--- config.mk ---
export PLATFORM = sky130hd
export DESIGN_NAME = riscvCore
export DESIGN_NICKNAME = d
export VERILOG_FILES = /design/src/logic/rvIsaPkg.sv /design/src/logic/rvMemPkg.sv /design/src/logic/fetchUnit.sv /design/src/logic/instrDecoder.sv /design/src/logic/aluUnit.sv /design/src/logic/memAccessUnit.sv /design/src/logic/riscvCore.sv
export SDC_FILE = /design/constraint.sdc
export NUM_CORES = 1
export LEC_CHECK = 0
export BUFFER_PORTS_ARGS = -buffer_cell sky130_fd_sc_hd__buf_2
export CORE_ASPECT_RATIO = 1.2
export CORE_MARGIN = 5
export CORE_UTILIZATION = 40
export CTS_CLUSTER_SIZE = 10
export DETAILED_ROUTE_END_ITERATION = 10
export HOLD_SLACK_MARGIN = 0.12
export SLEW_MARGIN = 10
export SYNTH_ARGS = -nofsm -noshare
export SYNTH_HDL_FRONTEND = slang
export SYNTH_SLANG_ARGS = --single-unit
--- constraint.sdc ---
create_clock -name CLK -period 11.1 [get_ports CLK]
set_input_delay 1.665 -clock CLK [delete_from_list [all_inputs] [get_ports CLK]]
set_output_delay 1.665 -clock CLK [all_outputs]
set_load 0.02 [all_outputs]
--- src/logic/rvIsaPkg.sv ---
package rvIsaPkg;

	localparam logic [6:0] opLoad   = 7'b0000011;
	localparam logic [6:0] opStore  = 7'b0100011;
	localparam logic [6:0] opBranch = 7'b1100011;
	localparam logic [6:0] opJal    = 7'b1101111;
	localparam logic [6:0] opJalr   = 7'b1100111;
	localparam logic [6:0] opOpImm  = 7'b0010011;
	localparam logic [6:0] opOp     = 7'b0110011;
	localparam logic [6:0] opLui    = 7'b0110111;
	localparam logic [6:0] opAuipc  = 7'b0010111;

	// arithmetic first, then the six branch compares
	typedef enum logic [3:0] {
		aluAdd, aluSub, aluSll, aluSlt, aluSltu, aluXor, aluSrl, aluSra,
		aluOr, aluAnd, aluEq, aluNe, aluLt, aluGe, aluLtu, aluGeu
	} aluOpT;

	typedef struct packed {
		logic [6:0] funct7;
		logic [4:0] rs2;
		logic [4:0] rs1;
		logic [2:0] funct3;
		logic [4:0] rd;
		logic [6:0] opcode;
	} rTypeT;

	typedef struct packed {
		logic [11:0] imm;
		logic [4:0]  rs1;
		logic [2:0]  funct3;
		logic [4:0]  rd;
		logic [6:0]  opcode;
	} iTypeT;

	typedef struct packed {
		logic [6:0] immHi;
		logic [4:0] rs2;
		logic [4:0] rs1;
		logic [2:0] funct3;
		logic [4:0] immLo;
		logic [6:0] opcode;
	} sTypeT;

	typedef struct packed {
		logic       imm12;
		logic [5:0] imm10to5;
		logic [4:0] rs2;
		logic [4:0] rs1;
		logic [2:0] funct3;
		logic [3:0] imm4to1;
		logic       imm11;
		logic [6:0] opcode;
	} bTypeT;

	typedef struct packed {
		logic [19:0] imm;
		logic [4:0]  rd;
		logic [6:0]  opcode;
	} uTypeT;

	typedef struct packed {
		logic       imm20;
		logic [9:0] imm10to1;
		logic       imm11;
		logic [7:0] imm19to12;
		logic [4:0] rd;
		logic [6:0] opcode;
	} jTypeT;

	// one fetched word, six ways to read it
	typedef union packed {
		rTypeT rType;
		iTypeT iType;
		sTypeT sType;
		bTypeT bType;
		uTypeT uType;
		jTypeT jType;
	} instrWordT;

endpackage

--- src/logic/rvMemPkg.sv ---
package rvMemPkg;

	// same encoding as funct3 of loads and stores
	typedef enum logic [2:0] {
		memByte  = 3'b000,
		memHalf  = 3'b001,
		memWord  = 3'b010,
		memByteU = 3'b100,
		memHalfU = 3'b101
	} memWidthT;

	// lane patterns before shifting to the byte offset
	localparam logic [3:0] beByte = 4'b0001;
	localparam logic [3:0] beHalf = 4'b0011;
	localparam logic [3:0] beWord = 4'b1111;

	localparam logic [31:0] haltInstrFirst  = 32'h00c00093; // addi x1, x0, 12
	localparam logic [31:0] haltInstrSecond = 32'h00008067; // jalr x0, 0(x1)

endpackage

--- src/logic/fetchUnit.sv ---
`timescale 1ns/1ns

module fetchUnit #(
	parameter int memAddrWidth = 12
) (
	input  logic                    CLK,
	input  logic                    RSTn,
	input  logic [31:0]             iMemDi,
	input  logic [31:0]             imm,
	input  logic [31:0]             aluResult,
	input  logic                    cmpTrue,
	input  logic                    isBranch,
	input  logic                    isJal,
	input  logic                    isJalr,
	output logic [31:0]             pc,
	output logic [31:0]             pcPlus4,
	output logic [memAddrWidth-1:0] iMemAddr,
	output logic                    iMemCsn,
	output logic                    halt,
	output logic [31:0]             numInst
);

	logic [31:0] nextPc;
	logic [31:0] pcPlusImm;
	logic        lastWasFirst; // previous retired word opened the halt pair
	logic        halted;

	assign pcPlus4   = pc + 32'd4;
	assign pcPlusImm = pc + imm;
	assign iMemAddr  = pc[memAddrWidth-1:0]; // byte address
	assign iMemCsn   = RSTn;
	assign halt      = halted | (lastWasFirst & (iMemDi == rvMemPkg::haltInstrSecond));

	always_comb begin
		if (isJalr)
			nextPc = {aluResult[31:1], 1'b0}; // rs1 + imm with bit 0 dropped
		else if (isJal || (isBranch && cmpTrue))
			nextPc = pcPlusImm;
		else
			nextPc = pcPlus4;
	end

	always_ff @(posedge CLK) begin
		if (RSTn) begin
			pc           <= '0;
			numInst      <= '0;
			lastWasFirst <= 1'b0;
			halted       <= 1'b0;
		end else begin
			halted <= halt; // sticky once seen
			if (!halt) begin
				pc           <= nextPc;
				numInst      <= numInst + 32'd1;
				lastWasFirst <= (iMemDi == rvMemPkg::haltInstrFirst);
			end
		end
	end

	pcAligned: assert property (@(posedge CLK) disable iff (RSTn) pc[1:0] == 2'b00)
		else $error("pc lost word alignment: %h", pc);

endmodule

--- src/logic/instrDecoder.sv ---
`timescale 1ns/1ns

module instrDecoder (
	input  logic [31:0]        instr,
	input  logic               RSTn,
	output logic [4:0]         rfRa1,
	output logic [4:0]         rfRa2,
	output logic [4:0]         rfWa1,
	output logic [31:0]        imm,
	output rvIsaPkg::aluOpT    aluOp,
	output logic               useImm,
	output logic               zeroSrc1,
	output logic               isLoad,
	output logic               isStore,
	output logic               isBranch,
	output logic               isJal,
	output logic               isJalr,
	output logic               isAuipc,
	output rvMemPkg::memWidthT memWidth,
	output logic               rfWe
);

	rvIsaPkg::instrWordT iw;
	logic [31:0] immI;
	logic [31:0] immS;
	logic [31:0] immB;
	logic [31:0] immU;
	logic [31:0] immJ;
	logic        writesRd;

	// funct3 plus the funct7 bit 5 modifier
	function automatic rvIsaPkg::aluOpT arithOp(input logic [2:0] f3, input logic alt);
		rvIsaPkg::aluOpT op;
		case (f3)
			3'b000:  op = alt ? rvIsaPkg::aluSub : rvIsaPkg::aluAdd;
			3'b001:  op = rvIsaPkg::aluSll;
			3'b010:  op = rvIsaPkg::aluSlt;
			3'b011:  op = rvIsaPkg::aluSltu;
			3'b100:  op = rvIsaPkg::aluXor;
			3'b101:  op = alt ? rvIsaPkg::aluSra : rvIsaPkg::aluSrl;
			3'b110:  op = rvIsaPkg::aluOr;
			default: op = rvIsaPkg::aluAnd;
		endcase
		return op;
	endfunction

	assign iw    = instr;
	assign rfRa1 = iw.rType.rs1;
	assign rfRa2 = iw.rType.rs2;
	assign rfWa1 = iw.rType.rd;

	assign immI = {{20{iw.iType.imm[11]}}, iw.iType.imm};
	assign immS = {{20{iw.sType.immHi[6]}}, iw.sType.immHi, iw.sType.immLo};
	assign immB = {{19{iw.bType.imm12}}, iw.bType.imm12, iw.bType.imm11,
		iw.bType.imm10to5, iw.bType.imm4to1, 1'b0};
	assign immU = {iw.uType.imm, 12'h000};
	assign immJ = {{11{iw.jType.imm20}}, iw.jType.imm20, iw.jType.imm19to12,
		iw.jType.imm11, iw.jType.imm10to1, 1'b0};

	assign memWidth = rvMemPkg::memWidthT'(iw.iType.funct3);
	assign rfWe     = writesRd & ~RSTn;

	always_comb begin
		imm      = '0;
		aluOp    = rvIsaPkg::aluAdd;
		useImm   = 1'b0;
		zeroSrc1 = 1'b0;
		isLoad   = 1'b0;
		isStore  = 1'b0;
		isBranch = 1'b0;
		isJal    = 1'b0;
		isJalr   = 1'b0;
		isAuipc  = 1'b0;
		writesRd = 1'b0;
		case (iw.rType.opcode)
			rvIsaPkg::opLoad: begin
				imm      = immI;
				useImm   = 1'b1;
				isLoad   = 1'b1;
				writesRd = 1'b1;
			end
			rvIsaPkg::opStore: begin
				imm     = immS;
				useImm  = 1'b1;
				isStore = 1'b1;
			end
			rvIsaPkg::opBranch: begin
				imm      = immB;
				isBranch = 1'b1;
				case (iw.bType.funct3)
					3'b000:  aluOp = rvIsaPkg::aluEq;
					3'b001:  aluOp = rvIsaPkg::aluNe;
					3'b100:  aluOp = rvIsaPkg::aluLt;
					3'b101:  aluOp = rvIsaPkg::aluGe;
					3'b110:  aluOp = rvIsaPkg::aluLtu;
					default: aluOp = rvIsaPkg::aluGeu;
				endcase
			end
			rvIsaPkg::opJal: begin
				imm      = immJ;
				isJal    = 1'b1;
				writesRd = 1'b1;
			end
			rvIsaPkg::opJalr: begin
				imm      = immI;
				useImm   = 1'b1;
				isJalr   = 1'b1;
				writesRd = 1'b1;
			end
			rvIsaPkg::opOpImm: begin
				imm      = immI;
				useImm   = 1'b1;
				writesRd = 1'b1;
				// bit 30 only picks srai since there is no subi
				aluOp    = arithOp(iw.iType.funct3,
					(iw.iType.funct3 == 3'b101) & iw.rType.funct7[5]);
			end
			rvIsaPkg::opOp: begin
				writesRd = 1'b1;
				aluOp    = arithOp(iw.rType.funct3, iw.rType.funct7[5]);
			end
			rvIsaPkg::opLui: begin
				imm      = immU;
				useImm   = 1'b1;
				zeroSrc1 = 1'b1; // 0 + imm
				writesRd = 1'b1;
			end
			rvIsaPkg::opAuipc: begin
				imm      = immU;
				useImm   = 1'b1;
				isAuipc  = 1'b1;
				writesRd = 1'b1;
			end
			default: ;
		endcase
	end

	// loads know five width codes, stores only three
	always_comb
		widthDefined: assert final (RSTn || !(isLoad || isStore) ||
			(iw.iType.funct3 != 3'b011 && !(isStore && iw.iType.funct3[2]) &&
			iw.iType.funct3[2:1] != 2'b11))
			else $error("undefined load or store width %b", iw.iType.funct3);

endmodule

--- src/logic/aluUnit.sv ---
`timescale 1ns/1ns

module aluUnit (
	input  logic [31:0]     rfRd1,
	input  logic [31:0]     rfRd2,
	input  logic [31:0]     imm,
	input  logic            useImm,
	input  logic            zeroSrc1,
	input  rvIsaPkg::aluOpT aluOp,
	output logic [31:0]     aluResult,
	output logic            cmpTrue
);

	logic [31:0] srcA;
	logic [31:0] srcB;
	logic [4:0]  shamt;

	assign srcA  = zeroSrc1 ? 32'h0 : rfRd1;
	assign srcB  = useImm ? imm : rfRd2;
	assign shamt = srcB[4:0];

	always_comb begin
		cmpTrue = 1'b0;
		case (aluOp)
			rvIsaPkg::aluEq:  cmpTrue = (srcA == srcB);
			rvIsaPkg::aluNe:  cmpTrue = (srcA != srcB);
			rvIsaPkg::aluLt:  cmpTrue = ($signed(srcA) < $signed(srcB));
			rvIsaPkg::aluGe:  cmpTrue = ($signed(srcA) >= $signed(srcB));
			rvIsaPkg::aluLtu: cmpTrue = (srcA < srcB);
			rvIsaPkg::aluGeu: cmpTrue = (srcA >= srcB);
			default: ;
		endcase
	end

	always_comb begin
		case (aluOp)
			rvIsaPkg::aluAdd:  aluResult = srcA + srcB;
			rvIsaPkg::aluSub:  aluResult = srcA - srcB;
			rvIsaPkg::aluSll:  aluResult = srcA << shamt;
			rvIsaPkg::aluSlt:  aluResult = {31'b0, $signed(srcA) < $signed(srcB)};
			rvIsaPkg::aluSltu: aluResult = {31'b0, srcA < srcB};
			rvIsaPkg::aluXor:  aluResult = srcA ^ srcB;
			rvIsaPkg::aluSrl:  aluResult = srcA >> shamt;
			rvIsaPkg::aluSra:  aluResult = $unsigned($signed(srcA) >>> shamt);
			rvIsaPkg::aluOr:   aluResult = srcA | srcB;
			rvIsaPkg::aluAnd:  aluResult = srcA & srcB;
			default:           aluResult = {31'b0, cmpTrue}; // branch compares
		endcase
	end

endmodule

--- src/logic/memAccessUnit.sv ---
`timescale 1ns/1ns

module memAccessUnit #(
	parameter int memAddrWidth = 12
) (
	input  logic                    RSTn,
	input  logic [31:0]             aluResult,
	input  logic [31:0]             rfRd2,
	input  logic [31:0]             dMemDi,
	input  logic [31:0]             pc,
	input  logic [31:0]             pcPlus4,
	input  logic [31:0]             imm,
	input  logic                    isLoad,
	input  logic                    isStore,
	input  logic                    isJal,
	input  logic                    isJalr,
	input  logic                    isAuipc,
	input  logic                    isBranch,
	input  logic                    cmpTrue,
	input  rvMemPkg::memWidthT      memWidth,
	output logic [memAddrWidth-1:0] dMemAddr,
	output logic [31:0]             dMemDout,
	output logic [3:0]              dMemBe,
	output logic                    dMemWen,
	output logic                    dMemCsn,
	output logic [31:0]             rfWd,
	output logic [31:0]             outputPort
);

	logic [1:0]  byteOff;
	logic [3:0]  laneMask;
	logic [31:0] laneWord; // addressed lane moved down to bit 0
	logic [31:0] loadData;
	logic        halfAccess;
	logic        wordAccess;

	assign byteOff  = aluResult[1:0];
	assign dMemAddr = aluResult[memAddrWidth+1:2]; // word address
	assign dMemDout = rfRd2 << {byteOff, 3'b000};
	assign dMemBe   = (isLoad | isStore) ? laneMask : 4'b0000;
	assign dMemWen  = ~(isStore & ~RSTn); // active low
	assign dMemCsn  = RSTn;
	assign laneWord = dMemDi >> {byteOff, 3'b000};

	assign halfAccess = (memWidth == rvMemPkg::memHalf) || (memWidth == rvMemPkg::memHalfU);
	assign wordAccess = (memWidth == rvMemPkg::memWord);

	always_comb begin
		if (wordAccess)
			laneMask = rvMemPkg::beWord;
		else if (halfAccess)
			laneMask = rvMemPkg::beHalf << byteOff;
		else
			laneMask = rvMemPkg::beByte << byteOff;
	end

	always_comb begin
		case (memWidth)
			rvMemPkg::memByte:  loadData = {{24{laneWord[7]}}, laneWord[7:0]};
			rvMemPkg::memByteU: loadData = {24'h0, laneWord[7:0]};
			rvMemPkg::memHalf:  loadData = {{16{laneWord[15]}}, laneWord[15:0]};
			rvMemPkg::memHalfU: loadData = {16'h0, laneWord[15:0]};
			default:            loadData = dMemDi;
		endcase
	end

	always_comb begin
		if (isJal || isJalr)
			rfWd = pcPlus4; // link value
		else if (isAuipc)
			rfWd = pc + imm;
		else if (isLoad)
			rfWd = loadData;
		else
			rfWd = aluResult;
	end

	assign outputPort = isBranch ? {31'b0, cmpTrue} : rfWd;

	// effective address comes from the register file and decoder
	always_comb
		accessAligned: assert final (RSTn || !(isLoad || isStore) ||
			!((halfAccess && byteOff[0]) || (wordAccess && byteOff != 2'b00)))
			else $error("misaligned data access at %h", aluResult);

endmodule

--- src/logic/riscvCore.sv ---
`timescale 1ns/1ns

module riscvCore #(
	parameter int memAddrWidth = 12
) (
	input  logic                    CLK,
	input  logic                    RSTn,
	input  logic [31:0]             iMemDi,
	input  logic [31:0]             dMemDi,
	input  logic [31:0]             rfRd1,
	input  logic [31:0]             rfRd2,
	output logic                    iMemCsn,
	output logic [memAddrWidth-1:0] iMemAddr,
	output logic                    dMemCsn,
	output logic [31:0]             dMemDout,
	output logic [memAddrWidth-1:0] dMemAddr,
	output logic                    dMemWen,
	output logic [3:0]              dMemBe,
	output logic                    rfWe,
	output logic [4:0]              rfRa1,
	output logic [4:0]              rfRa2,
	output logic [4:0]              rfWa1,
	output logic [31:0]             rfWd,
	output logic                    halt,
	output logic [31:0]             numInst,
	output logic [31:0]             outputPort
);

	logic [31:0]        pc;
	logic [31:0]        pcPlus4;
	logic [31:0]        imm;
	logic [31:0]        aluResult;
	rvIsaPkg::aluOpT    aluOp;
	rvMemPkg::memWidthT memWidth;
	logic               useImm;
	logic               zeroSrc1;
	logic               isLoad;
	logic               isStore;
	logic               isBranch;
	logic               isJal;
	logic               isJalr;
	logic               isAuipc;
	logic               cmpTrue;

	fetchUnit #(.memAddrWidth(memAddrWidth)) fetch (
		.CLK(CLK), .RSTn(RSTn), .iMemDi(iMemDi), .imm(imm), .aluResult(aluResult),
		.cmpTrue(cmpTrue), .isBranch(isBranch), .isJal(isJal), .isJalr(isJalr),
		.pc(pc), .pcPlus4(pcPlus4), .iMemAddr(iMemAddr), .iMemCsn(iMemCsn),
		.halt(halt), .numInst(numInst)
	);

	instrDecoder decode (
		.instr(iMemDi), .RSTn(RSTn), .rfRa1(rfRa1), .rfRa2(rfRa2), .rfWa1(rfWa1),
		.imm(imm), .aluOp(aluOp), .useImm(useImm), .zeroSrc1(zeroSrc1),
		.isLoad(isLoad), .isStore(isStore), .isBranch(isBranch), .isJal(isJal),
		.isJalr(isJalr), .isAuipc(isAuipc), .memWidth(memWidth), .rfWe(rfWe)
	);

	aluUnit alu (
		.rfRd1(rfRd1), .rfRd2(rfRd2), .imm(imm), .useImm(useImm), .zeroSrc1(zeroSrc1),
		.aluOp(aluOp), .aluResult(aluResult), .cmpTrue(cmpTrue)
	);

	memAccessUnit #(.memAddrWidth(memAddrWidth)) memAccess (
		.RSTn(RSTn), .aluResult(aluResult), .rfRd2(rfRd2), .dMemDi(dMemDi),
		.pc(pc), .pcPlus4(pcPlus4), .imm(imm), .isLoad(isLoad), .isStore(isStore),
		.isJal(isJal), .isJalr(isJalr), .isAuipc(isAuipc), .isBranch(isBranch),
		.cmpTrue(cmpTrue), .memWidth(memWidth), .dMemAddr(dMemAddr),
		.dMemDout(dMemDout), .dMemBe(dMemBe), .dMemWen(dMemWen), .dMemCsn(dMemCsn),
		.rfWd(rfWd), .outputPort(outputPort)
	);

endmodule

==> results of run 1 <==
## flip-flops by register name, summed over array words and instances (netlist names)
name / flops
fetch.lastWasFirst: 1
fetch.numInst: 32
fetch.pc: 32
fetch.halted: 1
## cell type report
type	instances	area (um2)	area share (%)
Antenna cell	3	7.507	0.03762
Clock buffer	10	229.0	1.148
Clock inverter	6	91.34	0.4578
Inverter	141	529.3	2.653
Multi-Input combinational cell	2371	15040	75.37
Sequential cell	66	1321	6.622
Tap cell	559	699.4	3.505
Timing Repair Buffer	373	2037	10.21
## cell families after synthesis
| kind of cell | Yosys count | share of synthesized area [%] |
|---|---|---|
| adder cells (fa/ha/maj) | 133 | 9.440 |
| XOR/XNOR | 88 | 4.314 |
| AND/OR/NAND/NOR | 1002 | 26.21 |
| flip-flops | 66 | 7.395 |
| AO/OA/AOI/OAI | 1079 | 39.02 |
| buffers and inverters | 378 | 8.838 |
| multiplexers | 69 | 4.783 |
## how the worst min path moves through the flow
| stage | cells after the start | to | from |
|---|---|---|---|
| after floorplan | 2 | fetch.lastWasFirst | fetch.lastWasFirst |
| after global placement | 2 | fetch.lastWasFirst | fetch.lastWasFirst |
| after detailed placement | 2 | fetch.lastWasFirst | fetch.lastWasFirst |
| after CTS | 2 | fetch.numInst[1] | fetch.numInst[1] |
| after global routing | 2 | fetch.numInst[1] | fetch.numInst[1] |
| final | 2 | fetch.lastWasFirst | fetch.lastWasFirst |
## metrics by stage
stage / cells / hold slack (ns) / setup WS, ns / cell area (um2) / util (%)
after global placement: 3510 / 0.4576 / 1.031 / 19630 / 44.56
after CTS: 3526 / 0.4922 / 0.9324 / 19950 / 45.29
after detailed placement: 3510 / 0.4808 / 0.9500 / 19630 / 44.56
final: 3529 / 0.4905 / 0.7346 / 19950 / 45.31
after floorplan: 2815 / 0.4444 / 1.955 / 17870 / -
after global routing: 3528 / 0.5225 / 0.3856 / 19950 / 45.30
## cells in the final DEF, fill, tap and decap left out, types with 20 or more instances in the layout
master                     count
sky130_fd_sc_hd__a21oi_1     298
sky130_fd_sc_hd__a21o_1       36
sky130_fd_sc_hd__o31ai_1      20
sky130_fd_sc_hd__o21a_1       25
sky130_fd_sc_hd__xor2_1       51
sky130_fd_sc_hd__nor2_1      277
sky130_fd_sc_hd__nor3_1       57
sky130_fd_sc_hd__nand3_1     148
sky130_fd_sc_hd__dfxtp_1      66
sky130_fd_sc_hd__a22oi_1      24
sky130_fd_sc_hd__ha_1        130
sky130_fd_sc_hd__o21ai_0     251
sky130_fd_sc_hd__o22ai_1      40
sky130_fd_sc_hd__mux2i_1      44
sky130_fd_sc_hd__buf_2       305
sky130_fd_sc_hd__xnor2_1      37
sky130_fd_sc_hd__a31oi_1      39
sky130_fd_sc_hd__a211oi_1     56
sky130_fd_sc_hd__nand2_1     292
sky130_fd_sc_hd__inv_1       137
sky130_fd_sc_hd__and2_1       32
sky130_fd_sc_hd__a221oi_1     33
sky130_fd_sc_hd__o211ai_1     61
sky130_fd_sc_hd__nand2b_1     21
sky130_fd_sc_hd__buf_4        68
sky130_fd_sc_hd__and3_1       50
## power breakdown
part / total, W / leakage, nW / switching, W / internal (W)
Sequential: 0.000246 / 0.533 / 0.00000612 / 0.000240
Combinational: 0.00111 / 8.28 / 0.000776 / 0.000338
Clock: 0.000323 / 0.145 / 0.000125 / 0.000197
## worst max-delay path: cells and delay by family
| kind | cells | cell delay, ns |
|---|---|---|
| fa+ha+maj | 1 | 0.40 |
| compound gates | 14 | 4.85 |
| simple gates | 3 | 0.78 |
| buf+inv | 3 | 0.96 |
## per-layer routing
metal  up-vias  GRT usage, %  share of wire (%)
li1      10680             -                  -
met1     11360         48.03                 36
met2      1665         66.28                 44
met3       433         7.832                9.4
met4        10         34.78                 11
met5         -             0              0.058
==> run summary, run 1 <==
STA
------------------------------------------------------------------------------------
Unrepaired setup endpoints after global routing                                   no
Max Clock Skew                                                           0.008930 ns
Count of final max-slew check failures                                             0
Relative max-transition margin                                                13.67%
Shortest period the worst path allows                                       10.37 ns
Final Hold Fails                                                                   0
Slew at the pin closest to its max-slew limit                               1.283 ns
Final worst-path cycle share                                                  93.38%
Final setup violating endpoints                                                    0
Max Clk Rate                                                             0.09648 GHz
Setup total negative slack                                                      0 ns

WORST HOLD PATH
------------------------------------------------------------------------------------
Type of the most critical hold path                                       reg -> reg

DIE
------------------------------------------------------------------------------------
Die W                                                                       202.9 um
Die Height                                                                  241.5 um
Starting utilization of the core area                                         40.57%
Area of the die                                                          0.04901 mm2
Std-Cell Core Area                                                       0.04404 mm2
FP Rows                                                                           84
Top Ports                                                                        306

LAYOUT
------------------------------------------------------------------------------------
Area growth from synthesis to layout                                          11.68%
Number of nets in the finished design                                          3,225
Fill cell instance count of the final layout                                   4,840
Proportion of layout cells with a drive suffix above 1                        15.67%

POWER
------------------------------------------------------------------------------------
Worst supply voltage drop on vdd                                            85.51 uV
Static Leakage                                                              8.956 nW
PnR Total Power                                                           0.001683 W
Power density over the cells                                            84.36 mW/mm2

SYNTH
------------------------------------------------------------------------------------
Sequential element share of the synthesized area                              7.395%
Top flip-flop cell by instance count after synthesis                    sky130_fd_sc_hd__dfxtp_1
Number of warnings reported in the yosys synthesis log                             0
Number of synthesized flops with an enable pin                                     0
Cell taking the most area after synthesis                               sky130_fd_sc_hd__ha_1
Average cell area after synthesis                                          6.347 um2
Synthesized instance count                                                     2,815
Most common cell in the netlist                                         sky130_fd_sc_hd__a21oi_1
Synthesized net count                                                          3,078
Most frequent cells after synthesis                                     sky130_fd_sc_hd__a21oi_1, sky130_fd_sc_hd__nand2_1, sky130_fd_sc_hd__nor2_1
Synth Cell Area                                                          0.01787 mm2
Area share of the largest cell type after synthesis                           9.104%
Number of distinct library cells after synthesis                                  98
Main area contributors after synthesis                                  sky130_fd_sc_hd__ha_1, sky130_fd_sc_hd__a21oi_1, sky130_fd_sc_hd__dfxtp_1
Register bit total from synthesis                                                 66
Async set-reset flop share out of synthesis                                       0%

ROUTE
------------------------------------------------------------------------------------
DRC violation total after the first TritonRoute iteration                      3,201
Routed length per placed instance                                           30.75 um
Vias per Instance                                                              6.842
Vias after detailed routing                                                   24,150
Aggregate routed wire length                                              108,500 um
Post-detailed-route count of antenna-violating nets                                0
Remaining design rule violation count                                              0
Drt first pass iters                                                               6

GLOBAL ROUTE
------------------------------------------------------------------------------------
Number of global-route vias before repair                                     23,210
Wire length of the first global-routing pass                              155,700 um
GR Overflow Total                                                                  0
Total routing resource utilization after global routing                       41.62%
Number of antenna violations at the first check in global routing                  8
Pin count of the biggest net entering global routing                              71

CTS
------------------------------------------------------------------------------------
Number of buffers inserted for hold repair after clock tree synthesis              0
Buffer cell driving the clock tree root                                 sky130_fd_sc_hd__clkbuf_16
Clock insertion delay at the later pin of the skew report                    0.35 ns
Clock tree from TritonCTS                                                       done
Buffers inserted by post-CTS timing repair                                         0
Number of CTS-inserted buffers                                                     9
Clock transition at path regs                                                0.06 ns
Maximum level of the CTS H-tree                                                    3
Max Root-Sink Buffers                                                              2
Number of cells upsized or downsized after cts                                     0
Clock Sink Count                                                                  66

WORST SETUP PATH
------------------------------------------------------------------------------------
CP Cell Sequence                                                        buf_2 > nand4bb_1 > o22ai_1 > a22oi_1 > a21oi_4 > buf_4 > fa_1 > a211oi_1 > o31ai_1 > nand2_1 > a31oi_1 > a221oi_1 > o31ai_1 > o2111ai_1 > a21oi_1 > o221ai_1 > a221oi_1 > nand2_1 > a221oi_1 > a21oi_1 > buf_2
Maximum fanout along the worst path                                               56
Capture point of the critical path                                      outputPort[30]
CP Data Required Time                                                        9.44 ns
Category of the most critical setup path                                   in -> out
Type of element capturing the critical path                             primary output
Worst flop-to-flop path startpoint                                       fetch.pc[0]
Signal arrival time at the worst endpoint                                    8.70 ns
Largest stage delay, worst path                                              0.81 ns
CP dominant cell by count                                               sky130_fd_sc_hd__a221oi_1
Startpoint of the most critical setup path                                 iMemDi[3]
Worst reg-to-reg setup slack                                                 6.63 ns
Critical-path top delay cell                                            sky130_fd_sc_hd__a221oi_1
Worst reg-to-reg path cell count                                                  15
Endpoint of the lowest-slack register-to-register path                  fetch.pc[28]
Kind of start point of the critical path                                primary input

PLACEMENT
------------------------------------------------------------------------------------
Port-buffer cells                                                                305
Post-DP HPWL                                                               86,210 um
Final GP Congestion                                                            1.062

FLOW RUN
------------------------------------------------------------------------------------
Max-cap violations                                                                 0

RUN STATUS
------------------------------------------------------------------------------------
Run status                                                              complete, no violations

Power figures use the tool's default switching activity.
==> run 2, diff against run 1 <==
- ABC_AREA: not set -> 1
- MAX_ROUTING_LAYER: not set -> met4
==> run summary, run 2 <==
WORST SETUP PATH
------------------------------------------------------------------------------------
Endpoint of the lowest-slack register-to-register path                  fetch.pc[30]
CP Data Required Time                                                        9.44 ns
Worst flop-to-flop path startpoint                                       fetch.pc[2]
Worst reg-to-reg setup slack                                                 6.98 ns
Kind of start point of the critical path                                primary input
Maximum fanout along the worst path                                               61
Category of the most critical setup path                                   in -> out
CP dominant cell by count                                               sky130_fd_sc_hd__nand2_1
Critical-path top delay cell                                            sky130_fd_sc_hd__o21ai_0
Worst reg-to-reg path cell count                                                  17
Largest stage delay, worst path                                              0.86 ns
Type of element capturing the critical path                             primary output
Signal arrival time at the worst endpoint                                    8.23 ns

LAYOUT
------------------------------------------------------------------------------------
Commonest non-fill, non-tap cell in the layout                          sky130_fd_sc_hd__nand2_1
Number of nets in the finished design                                          3,838
Area of all sequential standard cells                                   0.001321 mm2
Most frequent cells in the layout                                       sky130_fd_sc_hd__nand2_1, sky130_fd_sc_hd__inv_1, sky130_fd_sc_hd__buf_2, sky130_fd_sc_hd__nor2_1, sky130_fd_sc_hd__o21ai_0
Area growth from synthesis to layout                                          10.66%
Fill cell instance count of the final layout                                   5,242
Proportion of layout cells with a drive suffix above 1                        12.26%
Top Registers                                                           fetch.numInst (32), fetch.pc (32)
Multi-input gate area in the final layout                                0.01405 mm2

SYNTH
------------------------------------------------------------------------------------
Average cell area after synthesis                                          5.271 um2
Synthesized net count                                                          3,668
Area share of the largest cell type after synthesis                           21.04%
Top flip-flop cell by instance count after synthesis                    sky130_fd_sc_hd__dfxtp_1
Most common cell in the netlist                                         sky130_fd_sc_hd__nand2_1
Main area contributors after synthesis                                  sky130_fd_sc_hd__nand2_1, sky130_fd_sc_hd__ha_1, sky130_fd_sc_hd__inv_1
Sequential element share of the synthesized area                              7.361%
Async set-reset flop share out of synthesis                                       0%
Most frequent cells after synthesis                                     sky130_fd_sc_hd__nand2_1, sky130_fd_sc_hd__inv_1, sky130_fd_sc_hd__nor2_1
Register bit total from synthesis                                                 66
Number of synthesized flops with an enable pin                                     0
Cell taking the most area after synthesis                               sky130_fd_sc_hd__nand2_1
Number of warnings reported in the yosys synthesis log                             0
Synthesized instance count                                                     3,405
Number of distinct library cells after synthesis                                  63
Synth Cell Area                                                          0.01795 mm2

ROUTE
------------------------------------------------------------------------------------
Aggregate routed wire length                                               96,980 um
Remaining design rule violation count                                              0
Routed length per placed instance                                           23.37 um
DRC violation total after the first TritonRoute iteration                      2,976
Post-detailed-route count of antenna-violating nets                                0
Vias after detailed routing                                                   24,280
Vias per Instance                                                              5.850
Drt first pass iters                                                               9

GLOBAL ROUTE
------------------------------------------------------------------------------------
Global route hottest layer                                                      met2
Met2 GRT Util                                                                 59.18%
Pin count of the biggest net entering global routing                              65
Met3 Resource Use GR                                                          5.530%
Number of global-route vias before repair                                     23,160
Total routing resource utilization after global routing                       38.40%
Number of antenna violations at the first check in global routing                  5
GR Overflow Total                                                                  0
Met1 Use GR                                                                   44.74%
Wire length of the first global-routing pass                              142,800 um

STA
------------------------------------------------------------------------------------
Setup total negative slack                                                      0 ns
Shortest period the worst path allows                                       9.895 ns
Final setup violating endpoints                                                    0
Max Clock Skew                                                            0.01545 ns
Count of final max-slew check failures                                             0
Final Hold Fails                                                                   0
Unrepaired setup endpoints after global routing                                   no
Worst path setup slack after routing                                        1.205 ns
Slew at the pin closest to its max-slew limit                               1.083 ns
Final worst-path cycle share                                                  89.15%
Max Clk Rate                                                              0.1011 GHz
Relative max-transition margin                                                27.67%

CTS
------------------------------------------------------------------------------------
Buffers inserted by post-CTS timing repair                                         0
Number of buffers inserted for hold repair after clock tree synthesis              0
Clock insertion delay at the later pin of the skew report                    0.36 ns
Clock Sink Count                                                                  66
Buffer cell driving the clock tree root                                 sky130_fd_sc_hd__clkbuf_16
Max Root-Sink Buffers                                                              2
Clock transition at path regs                                                0.05 ns
Maximum level of the CTS H-tree                                                    3
Clock tree from TritonCTS                                                       done
Number of cells upsized or downsized after cts                                     0
Number of CTS-inserted buffers                                                     9

DIE
------------------------------------------------------------------------------------
Std-Cell Core Area                                                       0.04467 mm2
Area of the die                                                          0.04922 mm2
Die Height                                                                  242.0 um
Starting utilization of the core area                                         40.18%
Die W                                                                       203.4 um
FP Rows                                                                           85
Top Ports                                                                        306

PLACEMENT
------------------------------------------------------------------------------------
Final GP Congestion                                                            1.087
Setup Slack @ Placement                                                     1.536 ns
Port-buffer cells                                                                305
Post-DP HPWL                                                               79,350 um

POWER
------------------------------------------------------------------------------------
Worst supply voltage drop on vdd                                            87.13 uV
Static Leakage                                                              10.44 nW
Power density over the cells                                            81.35 mW/mm2

WORST HOLD PATH
------------------------------------------------------------------------------------
Number of stages on the worst hold path                                            2
Worst Hold Endpoint                                                     fetch.numInst[29]
Hold path start                                                         fetch.numInst[29]
Type of the most critical hold path                                       reg -> reg

FLOW RUN
------------------------------------------------------------------------------------
Max-cap violations                                                                 0

RUN STATUS
------------------------------------------------------------------------------------
Run status                                                              complete, no violations

run 2: cell types whose count changed in the layout (fill, tap and decap cells not counted), sizes merged, moves of 40 or more:
cell | previous run | this run
o21ai | 256 | 302
nand3 | 148 | 268
mux2i | 46 | 4
nand2 | 294 | 1015
a211oi | 58 | 9
a21oi | 300 | 260
inv | 140 | 444
and3 | 50 | 2
run 2: cell type report:
cell class,instances,share of cell area (%)
tap,565,3.559
clock buffer,10,1.203
sequential,66,6.652
timing repair buffer,340,9.008
clock inverter,6,0.3276
inverter,446,8.442
antenna,5,0.06300
multi-input combinational,2712,70.74
run 2: per-stage QoR:
stage | power [W] | hold WS (ns) | area [um2] | instances | utilization, %
3_3_place_gp | 0.001290 | 0.4986 | 19550 | 4129 | 43.76
3_5_place_dp | 0.001285 | 0.4959 | 19550 | 4129 | 43.76
2_1_floorplan | 0.0009144 | 0.4683 | 17950 | 3405 | -
4_1_cts | 0.001588 | 0.5076 | 19850 | 4145 | 44.44
5_1_grt | 0.001703 | 0.5451 | 19860 | 4150 | 44.46
6_report | 0.001616 | 0.5031 | 19860 | 4150 | 44.46
run 2: cell families after synthesis:
family	share of synthesized area (%)
muxes	0.2231
buffers and inverters	14.48
DFF	7.361
adders and majority gates	9.397
AOI/OAI and AO/OA	23.85
xor gates and xnor gates	3.367
and+or+nand+nor	41.32
run 2: how the worst max path moves through the flow:
stage              start             end
3_3_place_gp   iMemDi[1]   outputPort[5]
5_1_grt        iMemDi[1]   outputPort[5]
3_5_place_dp   iMemDi[1]         rfWd[5]
6_report       iMemDi[1]         rfWd[5]
4_1_cts        iMemDi[1]         rfWd[5]
2_1_floorplan  iMemDi[1]  outputPort[28]
run 2: routing by layer:
| metal | share of wire (%) | vias up |
|---|---|---|
| met3 | 8.4 | 402 |
| met5 | 0 | - |
| met4 | 10 | 0 |
| met2 | 43 | 1452 |
| li1 | - | 11540 |
| met1 | 38 | 10880 |
run 2: worst max-delay path, delay by kind of cell:
kind | cells | cell delay [ns]
adder cells (fa/ha/maj) | 1 | 0.48
AND/OR/NAND/NOR | 23 | 3.61
buffers and inverters | 6 | 0.97
AO/OA/AOI/OAI | 3 | 1.47
run 2: power breakdown:
group | internal, W | switching, W
registers | 0.000240 | 0.00000685
logic | 0.000294 | 0.000773
clock network | 0.000181 | 0.000122
